### config.mk
export PLATFORM = sky130hd
export DESIGN_NAME = stepper_controller_top
export DESIGN_NICKNAME = d
export VERILOG_FILES = /design/src/rtl/stepper_pkg.sv /design/src/rtl/spi_word.sv /design/src/rtl/spi_command_decoder.sv /design/src/rtl/dda_timer.sv /design/src/rtl/stepper_controller_top.sv
export SDC_FILE = /design/constraint.sdc
export NUM_CORES = 2
export LEC_CHECK = 0
export BUFFER_PORTS_ARGS = -buffer_cell sky130_fd_sc_hd__buf_4
export CAP_MARGIN = 20
export CELL_PAD_IN_SITES_DETAIL_PLACEMENT = 0
export CELL_PAD_IN_SITES_GLOBAL_PLACEMENT = 1
export CORE_ASPECT_RATIO = 0.6
export CORE_MARGIN = 3
export CORE_UTILIZATION = 25
export DETAILED_ROUTE_END_ITERATION = 10
export MAX_ROUTING_LAYER = met4
export PLACE_DENSITY_LB_ADDON = 0.15
export SETUP_SLACK_MARGIN = 0.2
export SLEW_MARGIN = 20
export SYNTH_ARGS = -nofsm -noshare
export SYNTH_HDL_FRONTEND = slang
export SYNTH_SLANG_ARGS = --single-unit
### constraint.sdc
create_clock -name CLK -period 10.04 [get_ports CLK]
set_input_delay 0.502 -clock CLK [delete_from_list [all_inputs] [get_ports CLK]]
set_output_delay 0.502 -clock CLK [all_outputs]
set_load 0.03 [all_outputs]
### src/rtl/stepper_pkg.sv
package stepper_pkg;

  // Axis count and move buffer depth
  localparam int MOTOR_COUNT = 2;
  localparam int MOVE_SLOTS = 2;
  localparam int SLOT_BITS = $clog2(MOVE_SLOTS);

  localparam int WORD_BITS = 64;

  // Accumulator carry into the upper half marks a step
  localparam int STEP_CARRY_BIT = 32;

  // Opcode in the top byte of a message's first word
  localparam logic [7:0] CMD_COORDINATED_STEP = 8'h01;
  localparam logic [7:0] CMD_MOTOR_ENABLE = 8'h0a;
  localparam logic [7:0] CMD_CLK_DIVISOR = 8'h0b;
  localparam logic [7:0] CMD_MOTORCONFIG = 8'h10;
  localparam logic [7:0] CMD_MICROSTEPPER_CONFIG = 8'h16;
  localparam logic [7:0] CMD_CHARGEPUMP = 8'h31;
  localparam logic [7:0] CMD_BRIDGEINVERT = 8'h32;
  localparam logic [7:0] CMD_API_VERSION = 8'hfe;

  localparam logic [7:0] VERSION_MAJOR = 8'd0;
  localparam logic [7:0] VERSION_MINOR = 8'd1;
  localparam logic [7:0] VERSION_PATCH = 8'd0;

  // Register values after reset
  localparam logic [2:0] DEF_MICROSTEPS = 3'd2;
  localparam logic [7:0] DEF_CURRENT = 8'd140;
  localparam logic [9:0] DEF_OFFTIME = 10'd810;
  localparam logic [7:0] DEF_BLANKTIME = 8'd27;
  localparam logic [9:0] DEF_FASTDECAY = 10'd706;
  localparam logic [7:0] DEF_MIN_ON_TIME = 8'd54;
  localparam logic [10:0] DEF_CURRENT_THRESHOLD = 11'd1024;
  localparam logic [7:0] DEF_CHARGEPUMP = 8'd91;
  localparam logic DEF_BRIDGE_INVERT = 1'b0;
  localparam logic [7:0] DEF_CLOCK_DIVISOR = 8'd40;

endpackage

### src/rtl/spi_word.sv
`timescale 1ns/1ps

module spi_word (
  input  logic                              CLK,
  input  logic                              resetn,
  input  logic                              sck,
  input  logic                              cs,
  input  logic                              copi,
  input  logic [stepper_pkg::WORD_BITS-1:0] reply_data,
  output logic                              cipo,
  output logic [stepper_pkg::WORD_BITS-1:0] word_data,
  output logic                              word_valid
);

  // Two synchronizer stages plus one for edge detection
  logic [2:0] sck_q;
  logic [2:0] cs_q;
  logic [1:0] copi_q;
  logic [$clog2(stepper_pkg::WORD_BITS)-1:0] bit_cnt;
  logic [stepper_pkg::WORD_BITS-1:0] rx_shift;
  logic [stepper_pkg::WORD_BITS-1:0] tx_shift;

  wire sck_rise = sck_q[1] && !sck_q[2];
  wire sck_fall = !sck_q[1] && sck_q[2];
  wire cs_fall = !cs_q[1] && cs_q[2];
  wire selected = !cs_q[1];
  wire last_bit = bit_cnt == ($clog2(stepper_pkg::WORD_BITS))'(stepper_pkg::WORD_BITS - 1);
  wire [stepper_pkg::WORD_BITS-1:0] rx_next = {rx_shift[stepper_pkg::WORD_BITS-2:0], copi_q[1]};

  // MSB first
  assign cipo = tx_shift[stepper_pkg::WORD_BITS-1];

  always_ff @(posedge CLK) begin
    if (!resetn) begin
      sck_q <= '0;
      cs_q <= '1;
      copi_q <= '0;
    end else begin
      sck_q <= {sck_q[1:0], sck};
      cs_q <= {cs_q[1:0], cs};
      copi_q <= {copi_q[0], copi};
    end
  end

  // Count restarts whenever CS is high, so a glitch cannot misalign words
  always_ff @(posedge CLK) begin
    if (!resetn) begin
      bit_cnt <= '0;
      word_valid <= 1'b0;
      tx_shift <= '0;
    end else begin
      word_valid <= selected && sck_rise && last_bit;
      if (!selected) begin
        bit_cnt <= '0;
      end else if (sck_rise) begin
        bit_cnt <= bit_cnt + 1'b1;
      end
      if (cs_fall) begin
        tx_shift <= reply_data;
      end else if (selected && sck_fall) begin
        tx_shift <= {tx_shift[stepper_pkg::WORD_BITS-2:0], 1'b0};
      end
    end
  end

  always_ff @(posedge CLK) begin
    if (selected && sck_rise) begin
      rx_shift <= rx_next;
      if (last_bit) begin
        word_data <= rx_next;
      end
    end
  end

  // Strobe must stay a single cycle for the decoder
  a_valid_single: assert property (@(posedge CLK) disable iff (!resetn)
    word_valid |=> !word_valid)
    else $error("word_valid high on consecutive cycles");

endmodule

### src/rtl/spi_command_decoder.sv
`timescale 1ns/1ps

module spi_command_decoder (
  input  logic                                         CLK,
  input  logic                                         resetn,
  input  logic [stepper_pkg::WORD_BITS-1:0]            word_data,
  input  logic                                         word_valid,
  input  logic [63:0]                                  encoder_count,
  input  logic [stepper_pkg::MOVE_SLOTS-1:0]           step_finished,
  input  logic [stepper_pkg::SLOT_BITS-1:0]            move_index,
  output logic [stepper_pkg::WORD_BITS-1:0]            reply_data,
  output logic [stepper_pkg::MOTOR_COUNT-1:0]          enable,
  output logic [2:0]                                   microsteps,
  output logic [7:0]                                   current,
  output logic [9:0]                                   config_offtime,
  output logic [7:0]                                   config_blanktime,
  output logic [9:0]                                   config_fastdecay_threshold,
  output logic [7:0]                                   config_minimum_on_time,
  output logic [10:0]                                  config_current_threshold,
  output logic [7:0]                                   config_chargepump_period,
  output logic                                         config_invert_highside,
  output logic                                         config_invert_lowside,
  output logic [7:0]                                   clock_divisor,
  output logic [stepper_pkg::MOVE_SLOTS-1:0]           step_ready,
  output logic [stepper_pkg::SLOT_BITS-1:0]            write_index,
  output logic [63:0]                                  move_duration,
  output logic [stepper_pkg::MOTOR_COUNT-1:0][63:0]    increment,
  output logic [stepper_pkg::MOTOR_COUNT-1:0][63:0]    increment_increment,
  output logic [stepper_pkg::MOTOR_COUNT-1:0]          dir,
  output logic                                         buffer_dtr
);

  logic [7:0] msg_op;
  logic [7:0] word_cnt;

  // Move buffer
  logic [63:0] duration_mem [stepper_pkg::MOVE_SLOTS];
  logic [stepper_pkg::MOTOR_COUNT-1:0][63:0] inc_mem [stepper_pkg::MOVE_SLOTS];
  logic [stepper_pkg::MOTOR_COUNT-1:0][63:0] inc_inc_mem [stepper_pkg::MOVE_SLOTS];
  logic [stepper_pkg::MOTOR_COUNT-1:0] dir_mem [stepper_pkg::MOVE_SLOTS];

  wire [7:0] opcode = word_data[63:56];
  wire in_move = msg_op == stepper_pkg::CMD_COORDINATED_STEP;
  wire in_message = in_move || (msg_op == stepper_pkg::CMD_API_VERSION);

  // Header, duration, then an increment pair per axis
  wire move_commit = word_valid && in_move &&
                     (word_cnt == 8'(2 * stepper_pkg::MOTOR_COUNT + 1));

  assign move_duration = duration_mem[move_index];
  assign increment = inc_mem[move_index];
  assign increment_increment = inc_inc_mem[move_index];
  assign dir = dir_mem[move_index];

  // Slot is free while its toggle bits agree
  assign buffer_dtr = |(step_ready ~^ step_finished);

  always_ff @(posedge CLK) begin
    if (word_valid) begin
      if (!in_message && opcode == stepper_pkg::CMD_COORDINATED_STEP) begin
        dir_mem[write_index] <= word_data[stepper_pkg::MOTOR_COUNT-1:0];
      end
      if (in_move) begin
        if (word_cnt == 8'd1) begin
          duration_mem[write_index] <= word_data;
        end
        for (int a = 0; a < stepper_pkg::MOTOR_COUNT; a++) begin
          if (word_cnt == 8'(2 * a + 2)) begin
            inc_mem[write_index][a] <= word_data;
          end
          if (word_cnt == 8'(2 * a + 3)) begin
            inc_inc_mem[write_index][a] <= word_data;
          end
        end
      end
    end
  end

  always_ff @(posedge CLK) begin
    if (!resetn) begin
      msg_op <= '0;
      word_cnt <= '0;
      reply_data <= '0;
      enable <= '0;
      step_ready <= '0;
      write_index <= '0;
      microsteps <= stepper_pkg::DEF_MICROSTEPS;
      current <= stepper_pkg::DEF_CURRENT;
      config_offtime <= stepper_pkg::DEF_OFFTIME;
      config_blanktime <= stepper_pkg::DEF_BLANKTIME;
      config_fastdecay_threshold <= stepper_pkg::DEF_FASTDECAY;
      config_minimum_on_time <= stepper_pkg::DEF_MIN_ON_TIME;
      config_current_threshold <= stepper_pkg::DEF_CURRENT_THRESHOLD;
      config_chargepump_period <= stepper_pkg::DEF_CHARGEPUMP;
      config_invert_highside <= stepper_pkg::DEF_BRIDGE_INVERT;
      config_invert_lowside <= stepper_pkg::DEF_BRIDGE_INVERT;
      clock_divisor <= stepper_pkg::DEF_CLOCK_DIVISOR;
    end else if (word_valid) begin
      if (!in_message) begin
        msg_op <= opcode;
        word_cnt <= 8'd1;
        reply_data <= '0;
        case (opcode)
          // Encoder snapshot goes back on the following words
          stepper_pkg::CMD_COORDINATED_STEP: reply_data <= encoder_count;
          stepper_pkg::CMD_MOTOR_ENABLE: enable <= word_data[stepper_pkg::MOTOR_COUNT-1:0];
          stepper_pkg::CMD_CLK_DIVISOR: clock_divisor <= word_data[7:0];
          stepper_pkg::CMD_MOTORCONFIG: begin
            current <= word_data[15:8];
            microsteps <= word_data[2:0];
          end
          stepper_pkg::CMD_MICROSTEPPER_CONFIG: begin
            config_offtime <= word_data[49:40];
            config_blanktime <= word_data[39:32];
            config_fastdecay_threshold <= word_data[31:22];
            config_minimum_on_time <= word_data[21:14];
            config_current_threshold <= word_data[10:0];
          end
          stepper_pkg::CMD_CHARGEPUMP: config_chargepump_period <= word_data[7:0];
          stepper_pkg::CMD_BRIDGEINVERT: begin
            config_invert_highside <= word_data[1];
            config_invert_lowside <= word_data[0];
          end
          stepper_pkg::CMD_API_VERSION: begin
            reply_data <= {40'd0, stepper_pkg::VERSION_MAJOR, stepper_pkg::VERSION_MINOR,
                           stepper_pkg::VERSION_PATCH};
          end
          default: ;
        endcase
      end else if (!in_move || move_commit) begin
        // Last word of a message
        msg_op <= '0;
        word_cnt <= '0;
        reply_data <= '0;
        if (move_commit) begin
          step_ready[write_index] <= ~step_ready[write_index];
          write_index <= write_index + 1'b1;
        end
      end else begin
        word_cnt <= word_cnt + 8'd1;
      end
    end
  end

  // Host ignored buffer_dtr and overwrote a slot the timers still run
  a_no_overwrite: assert property (@(posedge CLK) disable iff (!resetn)
    move_commit |-> step_ready[write_index] == step_finished[write_index])
    else $error("move written into busy slot %0d", write_index);

endmodule

### src/rtl/dda_timer.sv
`timescale 1ns/1ps

module dda_timer (
  input  logic                               CLK,
  input  logic                               resetn,
  input  logic [7:0]                         clock_divisor,
  input  logic [63:0]                        move_duration,
  input  logic [63:0]                        increment,
  input  logic [63:0]                        increment_increment,
  input  logic [stepper_pkg::MOVE_SLOTS-1:0] step_ready,
  input  logic [stepper_pkg::SLOT_BITS-1:0]  move_index,
  output logic                               step,
  output logic [stepper_pkg::MOVE_SLOTS-1:0] step_finished,
  output logic [stepper_pkg::SLOT_BITS-1:0]  move_index_out,
  output logic                               move_done
);

  logic [7:0] div_cnt;
  logic [63:0] tick_cnt;
  logic [63:0] position;
  logic [63:0] rate;
  logic [stepper_pkg::STEP_CARRY_BIT:0] low_sum;

  wire slot_active = step_ready[move_index] != step_finished[move_index];
  wire tick = slot_active && (div_cnt == clock_divisor);
  wire last_tick = tick && (tick_cnt + 64'd1 == move_duration);

  // First tick works from the slot values, later ones from the running state
  wire first_tick = tick_cnt == 64'd0;
  wire [63:0] cur_position = first_tick ? 64'd0 : position;
  wire [63:0] cur_rate = first_tick ? increment : rate;

  assign low_sum = {1'b0, cur_position[stepper_pkg::STEP_CARRY_BIT-1:0]} +
                   {1'b0, cur_rate[stepper_pkg::STEP_CARRY_BIT-1:0]};

  always_ff @(posedge CLK) begin
    if (!resetn) begin
      div_cnt <= '0;
      tick_cnt <= '0;
      step_finished <= '0;
      move_index_out <= '0;
      step <= 1'b0;
      move_done <= 1'b0;
    end else begin
      step <= tick && low_sum[stepper_pkg::STEP_CARRY_BIT];
      move_done <= last_tick;
      if (!slot_active || tick) begin
        div_cnt <= '0;
      end else begin
        div_cnt <= div_cnt + 8'd1;
      end
      // Hand the slot back and move on to the next one
      if (last_tick) begin
        tick_cnt <= '0;
        step_finished[move_index] <= ~step_finished[move_index];
        move_index_out <= move_index + 1'b1;
      end else if (tick) begin
        tick_cnt <= tick_cnt + 64'd1;
      end
    end
  end

  always_ff @(posedge CLK) begin
    if (tick) begin
      position <= cur_position + cur_rate;
      rate <= cur_rate + increment_increment;
    end
  end

  // Ticks are spaced apart unless the divisor is zero
  a_step_single: assert property (@(posedge CLK) disable iff (!resetn)
    (step && clock_divisor != 8'd0) |=> !step)
    else $error("step high on consecutive cycles");

endmodule

### src/rtl/stepper_controller_top.sv
`timescale 1ns/1ps

module stepper_controller_top (
  input  logic                                CLK,
  input  logic                                resetn,
  input  logic                                sck,
  input  logic                                cs,
  input  logic                                copi,
  input  logic [63:0]                         encoder_count,
  output logic                                cipo,
  output logic [stepper_pkg::MOTOR_COUNT-1:0] step,
  output logic [stepper_pkg::MOTOR_COUNT-1:0] dir,
  output logic [stepper_pkg::MOTOR_COUNT-1:0] enable,
  output logic                                buffer_dtr,
  output logic                                move_done,
  output logic [2:0]                          microsteps,
  output logic [7:0]                          current,
  output logic [9:0]                          config_offtime,
  output logic [7:0]                          config_blanktime,
  output logic [9:0]                          config_fastdecay_threshold,
  output logic [7:0]                          config_minimum_on_time,
  output logic [10:0]                         config_current_threshold,
  output logic [7:0]                          config_chargepump_period,
  output logic                                config_invert_highside,
  output logic                                config_invert_lowside,
  output logic [7:0]                          clock_divisor
);

  logic [stepper_pkg::WORD_BITS-1:0] word_data;
  logic word_valid;
  logic [stepper_pkg::WORD_BITS-1:0] reply_data;
  logic [stepper_pkg::MOVE_SLOTS-1:0] step_ready;
  logic [stepper_pkg::MOVE_SLOTS-1:0] step_finished;
  logic [stepper_pkg::SLOT_BITS-1:0] move_index;
  logic [63:0] move_duration;
  logic [stepper_pkg::MOTOR_COUNT-1:0][63:0] increment;
  logic [stepper_pkg::MOTOR_COUNT-1:0][63:0] increment_increment;

  spi_word u_spi_word (
    .CLK(CLK), .resetn(resetn), .sck(sck), .cs(cs), .copi(copi),
    .reply_data(reply_data), .cipo(cipo), .word_data(word_data), .word_valid(word_valid)
  );

  spi_command_decoder u_spi_command_decoder (
    .CLK(CLK), .resetn(resetn), .word_data(word_data), .word_valid(word_valid),
    .encoder_count(encoder_count), .step_finished(step_finished), .move_index(move_index),
    .reply_data(reply_data), .enable(enable), .microsteps(microsteps), .current(current),
    .config_offtime(config_offtime), .config_blanktime(config_blanktime),
    .config_fastdecay_threshold(config_fastdecay_threshold),
    .config_minimum_on_time(config_minimum_on_time),
    .config_current_threshold(config_current_threshold),
    .config_chargepump_period(config_chargepump_period),
    .config_invert_highside(config_invert_highside),
    .config_invert_lowside(config_invert_lowside), .clock_divisor(clock_divisor),
    .step_ready(step_ready), .write_index(), .move_duration(move_duration),
    .increment(increment), .increment_increment(increment_increment), .dir(dir),
    .buffer_dtr(buffer_dtr)
  );

  // Axis 0 owns the slot handshake, the others follow its move_index
  for (genvar a = 0; a < stepper_pkg::MOTOR_COUNT; a++) begin : g_axis
    if (a == 0) begin : g_lead
      dda_timer u_dda_timer (
        .CLK(CLK), .resetn(resetn), .clock_divisor(clock_divisor),
        .move_duration(move_duration), .increment(increment[a]),
        .increment_increment(increment_increment[a]), .step_ready(step_ready),
        .move_index(move_index), .step(step[a]), .step_finished(step_finished),
        .move_index_out(move_index), .move_done(move_done)
      );
    end else begin : g_follow
      dda_timer u_dda_timer (
        .CLK(CLK), .resetn(resetn), .clock_divisor(clock_divisor),
        .move_duration(move_duration), .increment(increment[a]),
        .increment_increment(increment_increment[a]), .step_ready(step_ready),
        .move_index(move_index), .step(step[a]), .step_finished(),
        .move_index_out(), .move_done()
      );
    end
  end

endmodule

Word level (Yosys, flattened, before mapping) --
Memory sizes are Yosys's and may differ from the RTL's. A register that Yosys moved wholly into a read port is not among the register bits. Cells that the tools add are included.
Word-level totals: register bits 775, bits in latches 0, memory bits (writable) 644, memory bits (read-only) 0, input port bits 69, output and inout port bits 85, logic and storage cells 195, memories kept 4
Memories:
- u_spi_command_decoder.inc_inc_mem | words 2, width 128, rd ports 1, clocked after memory_dff 1, write ports 1, line spi_command_decoder.sv:39 | logic [stepper_pkg::MOTOR_COUNT-1:0][63:0] inc_inc_mem [stepper_pkg::MOVE_SLOTS];
- u_spi_command_decoder.inc_mem | words 2, width 128, rd ports 1, clocked after memory_dff 1, write ports 1, line spi_command_decoder.sv:38 | logic [stepper_pkg::MOTOR_COUNT-1:0][63:0] inc_mem [stepper_pkg::MOVE_SLOTS];
- u_spi_command_decoder.duration_mem | words 2, width 64, rd ports 1, clocked after memory_dff 1, write ports 1, line spi_command_decoder.sv:37 | logic [63:0] duration_mem [stepper_pkg::MOVE_SLOTS];
- u_spi_command_decoder.dir_mem | words 2, width 2, rd ports 1, clocked after memory_dff 1, write ports 1, line spi_command_decoder.sv:40 | logic [stepper_pkg::MOTOR_COUNT-1:0] dir_mem [stepper_pkg::MOVE_SLOTS];
Operators by class: add/sub/neg operators 14, multipliers 0, div/mod/pow operators 0, $lt $le $gt $ge 4, eq/ne operators 23, shifts and indexed selects 0, mux-type cells 59, bitwise gates (word level) 6, reduce and logical (&&, ||, !) cells 46
Operators by type and width (number):
- $mux 64 | 8
- $add 64x64->64 | 4
- $add 64x1->64 const B | 2
- $eq 64x64->1 | 2
- $logic_not 64->1 | 2
- $pmux 64 s2 | 1
- $add 32x32->33 | 2
- $mux 1 | 41
- $mux 8 | 4
- $add 8x1->8 const B | 3
- $eq 8x1->1 const B | 3
- $reduce_and 3->1 | 6
- $logic_and 1x1->1 | 17
- $eq 8x2->1 const B | 2
- $eq 8x3->1 const B | 2
- $eq 8x4->1 const B | 2
- $eq 8x5->1 const B | 2
- $eq 8x6->1 const B | 2
- $eq 8x8->1 | 2
- $eq 8x8->1 const B | 2
- $reduce_or 2->1 | 6
- $logic_not 1->1 | 7
- $add 6x1->6 const B | 1
- $bwmux 2 | 3
- other kinds (13) | 26

Longest topological paths before layout --
depth after elaboration 7, mapped depth 25, depth with buffers taken out 20

Modules after synthesis --
A second synthesis with hierarchy kept.
Second synthesis, totals: cells, all modules 5082, area total of the unflattened synthesis 60994.7 µm²
By module, submodules not included:
- spi_command_decoder | instances 1, cells each 1923, area each 30359.1 µm², sequential area each 22561.6 µm²
- dda_timer (g_axis[0].g_lead.u_dda_timer) | instances 1, cells each 1423, area each 12235.5 µm², sequential area each 3463.3 µm²
- dda_timer (g_axis[1].g_follow.u_dda_timer) | instances 1, cells each 1264, area each 11126.9 µm², sequential area each 3463.3 µm²
- spi_word | instances 1, cells each 472, area each 7273.2 µm², sequential area each 5395.2 µm²

Least setup slack after synthesis --
Ideal clock, no wire load.
kind register -> register, start reg u_spi_word.sck_q[2], end reg u_spi_word.word_data[0] in the netlist's numbering (enable), setup time 646 ps, arrival time 6739 ps, data required time 9394 ps, path slack 2655 ps, cell stages (with the launch flop) 3, path buffers 0, clock period less this slack 7385 ps, cells stage by stage dfxtp_1 -> nand2b_1 -> nor4_1
On the way: cells in the longest elaborated chain, start to end 4
RTL lines:
- start, declared | line spi_word.sv:16 | logic [2:0] sck_q;
- start signal, assigned | line spi_word.sv:39 | sck_q <= {sck_q[1:0], sck};
- $logic_not 1->1 | line spi_word.sv:23 | wire sck_rise = sck_q[1] && !sck_q[2];
- $logic_and 1x1->1 | line spi_word.sv:23
- $logic_and 1x1->1 | line spi_word.sv:67 | if (selected && sck_rise) begin
- $reduce_and 2->1 (no source line)
- end signal, assigned | line spi_word.sv:70 | word_data <= rx_next;
- end, declared | line spi_word.sv:11 | output logic [stepper_pkg::WORD_BITS-1:0] word_data,
Every way passes these cells. A chain may end at the register's enable or synchronous reset.

Final worst setup path --
start reg g_axis[1].g_follow.u_dda_timer.tick_cnt[46], end reg g_axis[1].g_follow.u_dda_timer.step
On the way: cells in the longest elaborated chain, start to end 4, elaborated cells between the ends (all ways) 5, those cells by class add/sub: 1; mux: 2; reduce/logical: 2
RTL lines:
- start, declared | line dda_timer.sv:19 | logic [63:0] tick_cnt;
- start signal, assigned | line dda_timer.sv:58 | tick_cnt <= tick_cnt + 64'd1;
- $logic_not 64->1 (*) | line dda_timer.sv:29 | wire first_tick = tick_cnt == 64'd0;
- $mux 64 (on tied branches) | line dda_timer.sv:30, dda_timer.sv:31
- $add 32x32->33 (*) | line dda_timer.sv:33 | assign low_sum = {1'b0, cur_position[stepper_pkg::STEP_CARRY_BIT-1:0]} +
- $logic_and 1x1->1 (*) | line dda_timer.sv:45 | step <= tick && low_sum[stepper_pkg::STEP_CARRY_BIT];
- end signal, assigned | line dda_timer.sv:45
- end, declared | line dda_timer.sv:12 | output logic step,
Mark *: on every way between the ends. The rest lies on a longest branch, timed or not.

==> reports/qor.csv <==
metric,value,unit
FMAX,0.154,GHz
skew final,0.0557,ns
Max Root-Sink Buffers,3,
"EDFF count, synth",643,
initial antenna violation count,20,
port bufs,153,
top-level I/O count,154,
CTS buffer count,104,
vias in the first global route,32500,
async set-reset flop share out of synthesis,0,
gp weighted congestion,0.898,
final slew viol count,0,
VDD IR max,0.000151,V
Max Cap Viol,0,
# rows,125,
register area share after synthesis,0.548,
Critical Path AT,7.08,ns
global-route wire length before repair,244000,µm
post-CTS resize count,0,
largest net degree at the start of global routing,86,
nets@finish,4826,
Total GRT Usage,0.167,
Mapped Area,49600,µm²
pwr dens,151,nW/µm²
1st-pass router iterations,5,
critical path startpoint category,flip-flop,
CTS tree,yes,
ys flop type,edfxtp_1,
Initial DRC Count,2916,
crit-path max FO,27,
height of the die,351,µm
"flops & latches, synth",1036,
clock sink count,1036,
Clock transition at path regs,0.07,ns
hpwl dp,123000,µm
die width,581,µm
TNS Setup,0,ns
CP required,10.64,ns
Clock Latency Late Sink,0.74,ns
syn_area_per_cell,11.1,µm²
min cycle time layout,6.48,ns
crit end category,flip-flop,
Hold Crit Class,in -> reg,
P_leak,0.0193,µW
relative slew slack,0.135,
status,finished clean,
synth warn,0,
critical path type,reg -> reg,
root buffer cell,clkbuf_16,
Final Cycle Share,0.646,
Final ANT Viol Nets,0,
die area,204000,µm²
via count,34900,
mean routed wirelength per cell,23.1,µm
placement-stage cell area,53700,µm²
Mapped Nets,4659,
FILL cells,20000,
layout cells sized above 1,0.112,
via/cell ratio,4.76,
post-route cell area,57900,µm²
Routed WL,169000,µm
"Hold Vio Cnt, Final",0,
unique cell type count in the Yosys netlist,84,
worst-margin pin slew,1.26,ns
H-tree levels,3,
remaining routing DRC violations,0,
GRT overflow,0,
Final Setup Violations,0,
area grow syn2layout,16.7,%
Core Box Area,195000,µm²
RSZ-0062 raised after global routing,false,
Initial Utilization,0.254,
Mapped Cells,4458,
==> worst paths after layout <==
check	from	end	slack [ns]	cells past startpoint
hold / removal	encoder_count[0]	u_spi_command_decoder.reply_data[0]$_SDFFE_PN0P_	0.06	3
setup / recovery	g_axis[1].g_follow.u_dda_timer.tick_cnt[46]$_SDFFE_PP0P_	g_axis[1].g_follow.u_dda_timer.step$_SDFF_PN0_	3.56	18
setup reg to reg	g_axis[1].g_follow.u_dda_timer.tick_cnt[46]$_SDFFE_PP0P_	g_axis[1].g_follow.u_dda_timer.step$_SDFF_PN0_	3.56	18
hold reg to reg	u_spi_word.rx_shift[62]$_DFFE_PP_	u_spi_word.word_data[63]$_DFFE_PP_	0.42	0
==> area by class of cell <==
type / instances / area [µm²] / area share
clock inverter: 56 / 644 / 0.0111
clock buffer: 139 / 2890 / 0.0499
multi-input combinational: 3129 / 21300 / 0.368
tap: 2603 / 3260 / 0.0563
sequential: 1036 / 27200 / 0.469
antenna: 7 / 17.5 / 0.000303
timing repair buffer: 286 / 2320 / 0.0401
inverter: 68 / 263 / 0.00454
==> metal layers <==
layer | vias up | global-route usage | part of all wire
met5 | - | - | 0
met4 | 0 | 0.0285 | 0.015
met3 | 150 | 0.0264 | 0.061
met2 | 863 | 0.201 | 0.36
met1 | 17200 | 0.278 | 0.57
li1 | 16600 | - | -
==> where the power goes <==
part | switching (µW) | leakage (µW) | internal (µW)
logic | 66.5 | 0.00886 | 53.3
registers | 8.86 | 0.00874 | 4480
clock network | 1820 | 0.00170 | 2300
total | 1890 | 0.0193 | 6830
==> cells in the final DEF, fill, tap and decap left out, drive strengths merged, types with 35 or more instances in the layout <==
cell type    netlist  routed
edfxtp           643     643
nor2             429     429
dfxtp            393     393
nand2            358     358
xnor2            324     324
mux2i            234     234
buf               66     222
xor2             174     174
a21oi            171     171
o21ai            155     155
clkbuf           159     139
nand3            133     133
ha               132     132
and2              95      95
nand4             92      92
a211oi            83      83
mux2              78      78
a22o              71      71
inv               66      69
nor3              66      66
a21o              65      65
dlygate4sd3        0      64
nor4              63      63
and3              59      59
nand2b            39      39
a31oi             38      38
clkinv             2      35
==> cell families after synthesis <==
group / Yosys count / synth area share
fa+ha+maj: 140 / 0.0349
compound gates: 723 / 0.0959
simple gates: 1456 / 0.144
xor+xnor: 498 / 0.0881
mux: 312 / 0.0649
buf+inv: 293 / 0.0247
flops: 1036 / 0.548
==> timing repair <==
action | CTS | global route
hold buffers | 64 | 0
hold endpoints to repair | 64 | 0
buffers inserted | 0 | 0
==> registers in the layout, summed over array words and instances (netlist names), 10 cells and up, named ones only <==
name and cells:
u_spi_word.tx_shift 64, u_spi_command_decoder.inc_inc_mem 128, u_spi_word.word_data 64, u_spi_command_decoder.config_current_threshold 11, g_axis.g_follow.u_dda_timer.rate 32, u_spi_command_decoder.config_offtime 10, u_spi_command_decoder.duration_mem 128, u_spi_command_decoder.inc_mem 128
u_spi_command_decoder.reply_data 64, g_axis.g_lead.u_dda_timer.tick_cnt 64, g_axis.g_lead.u_dda_timer.position 32, u_spi_command_decoder.config_fastdecay_threshold 10, g_axis.g_follow.u_dda_timer.position 32, g_axis.g_follow.u_dda_timer.tick_cnt 64, g_axis.g_lead.u_dda_timer.rate 32, u_spi_word.rx_shift 63
==> cell usage after synthesis, types with 83 or more instances <==
master	count	area, µm²
edfxtp_1	643	19300
nor2_1	419	1570
dfxtp_1	393	7870
nand2_1	357	1340
xnor2_1	323	2830
mux2i_1	234	2340
xor2_1	174	1520
a21oi_1	171	856
clkbuf_1	158	593
o21ai_0	152	761
ha_1	132	1650
nand3_1	132	661
and2_1	94	588
nand4_1	91	569
a211oi_1	83	623
==> stage by stage <==
stage	setup slack [ns]	cells	utilization	power, µW	hold WS [ns]
2_1_floorplan	2.66	4458	-	4640	0.386
5_1_grt	3.17	7323	0.296	9050	0.0422
3_5_place_dp	3.61	7057	0.275	4690	0.407
3_3_place_gp	3.68	7057	0.275	4690	0.405
6_report	3.56	7324	0.296	8720	0.0584
4_1_cts	3.59	7316	0.296	8870	0.00691
==> worst max-delay path: stages (launching register included) <==
cell and delay [ns]:
dfxtp_1 0.41, nor4_1 0.56, nand4_1 0.43, or4_2 1.07, nor2_1 0.38, nor2_1 0.08
ha_1 0.22, a21oi_1 0.18, o21bai_1 0.09, a21o_1 0.18, a211oi_1 0.23, o21bai_1 0.10
a221oi_1 0.84, o211ai_1 0.21, a31oi_1 0.33, o21ai_1 0.23, a31oi_1 0.44, o21ai_0 0.16
a22o_1 0.24
No activity file was read; power rests on OpenSTA's default activity.
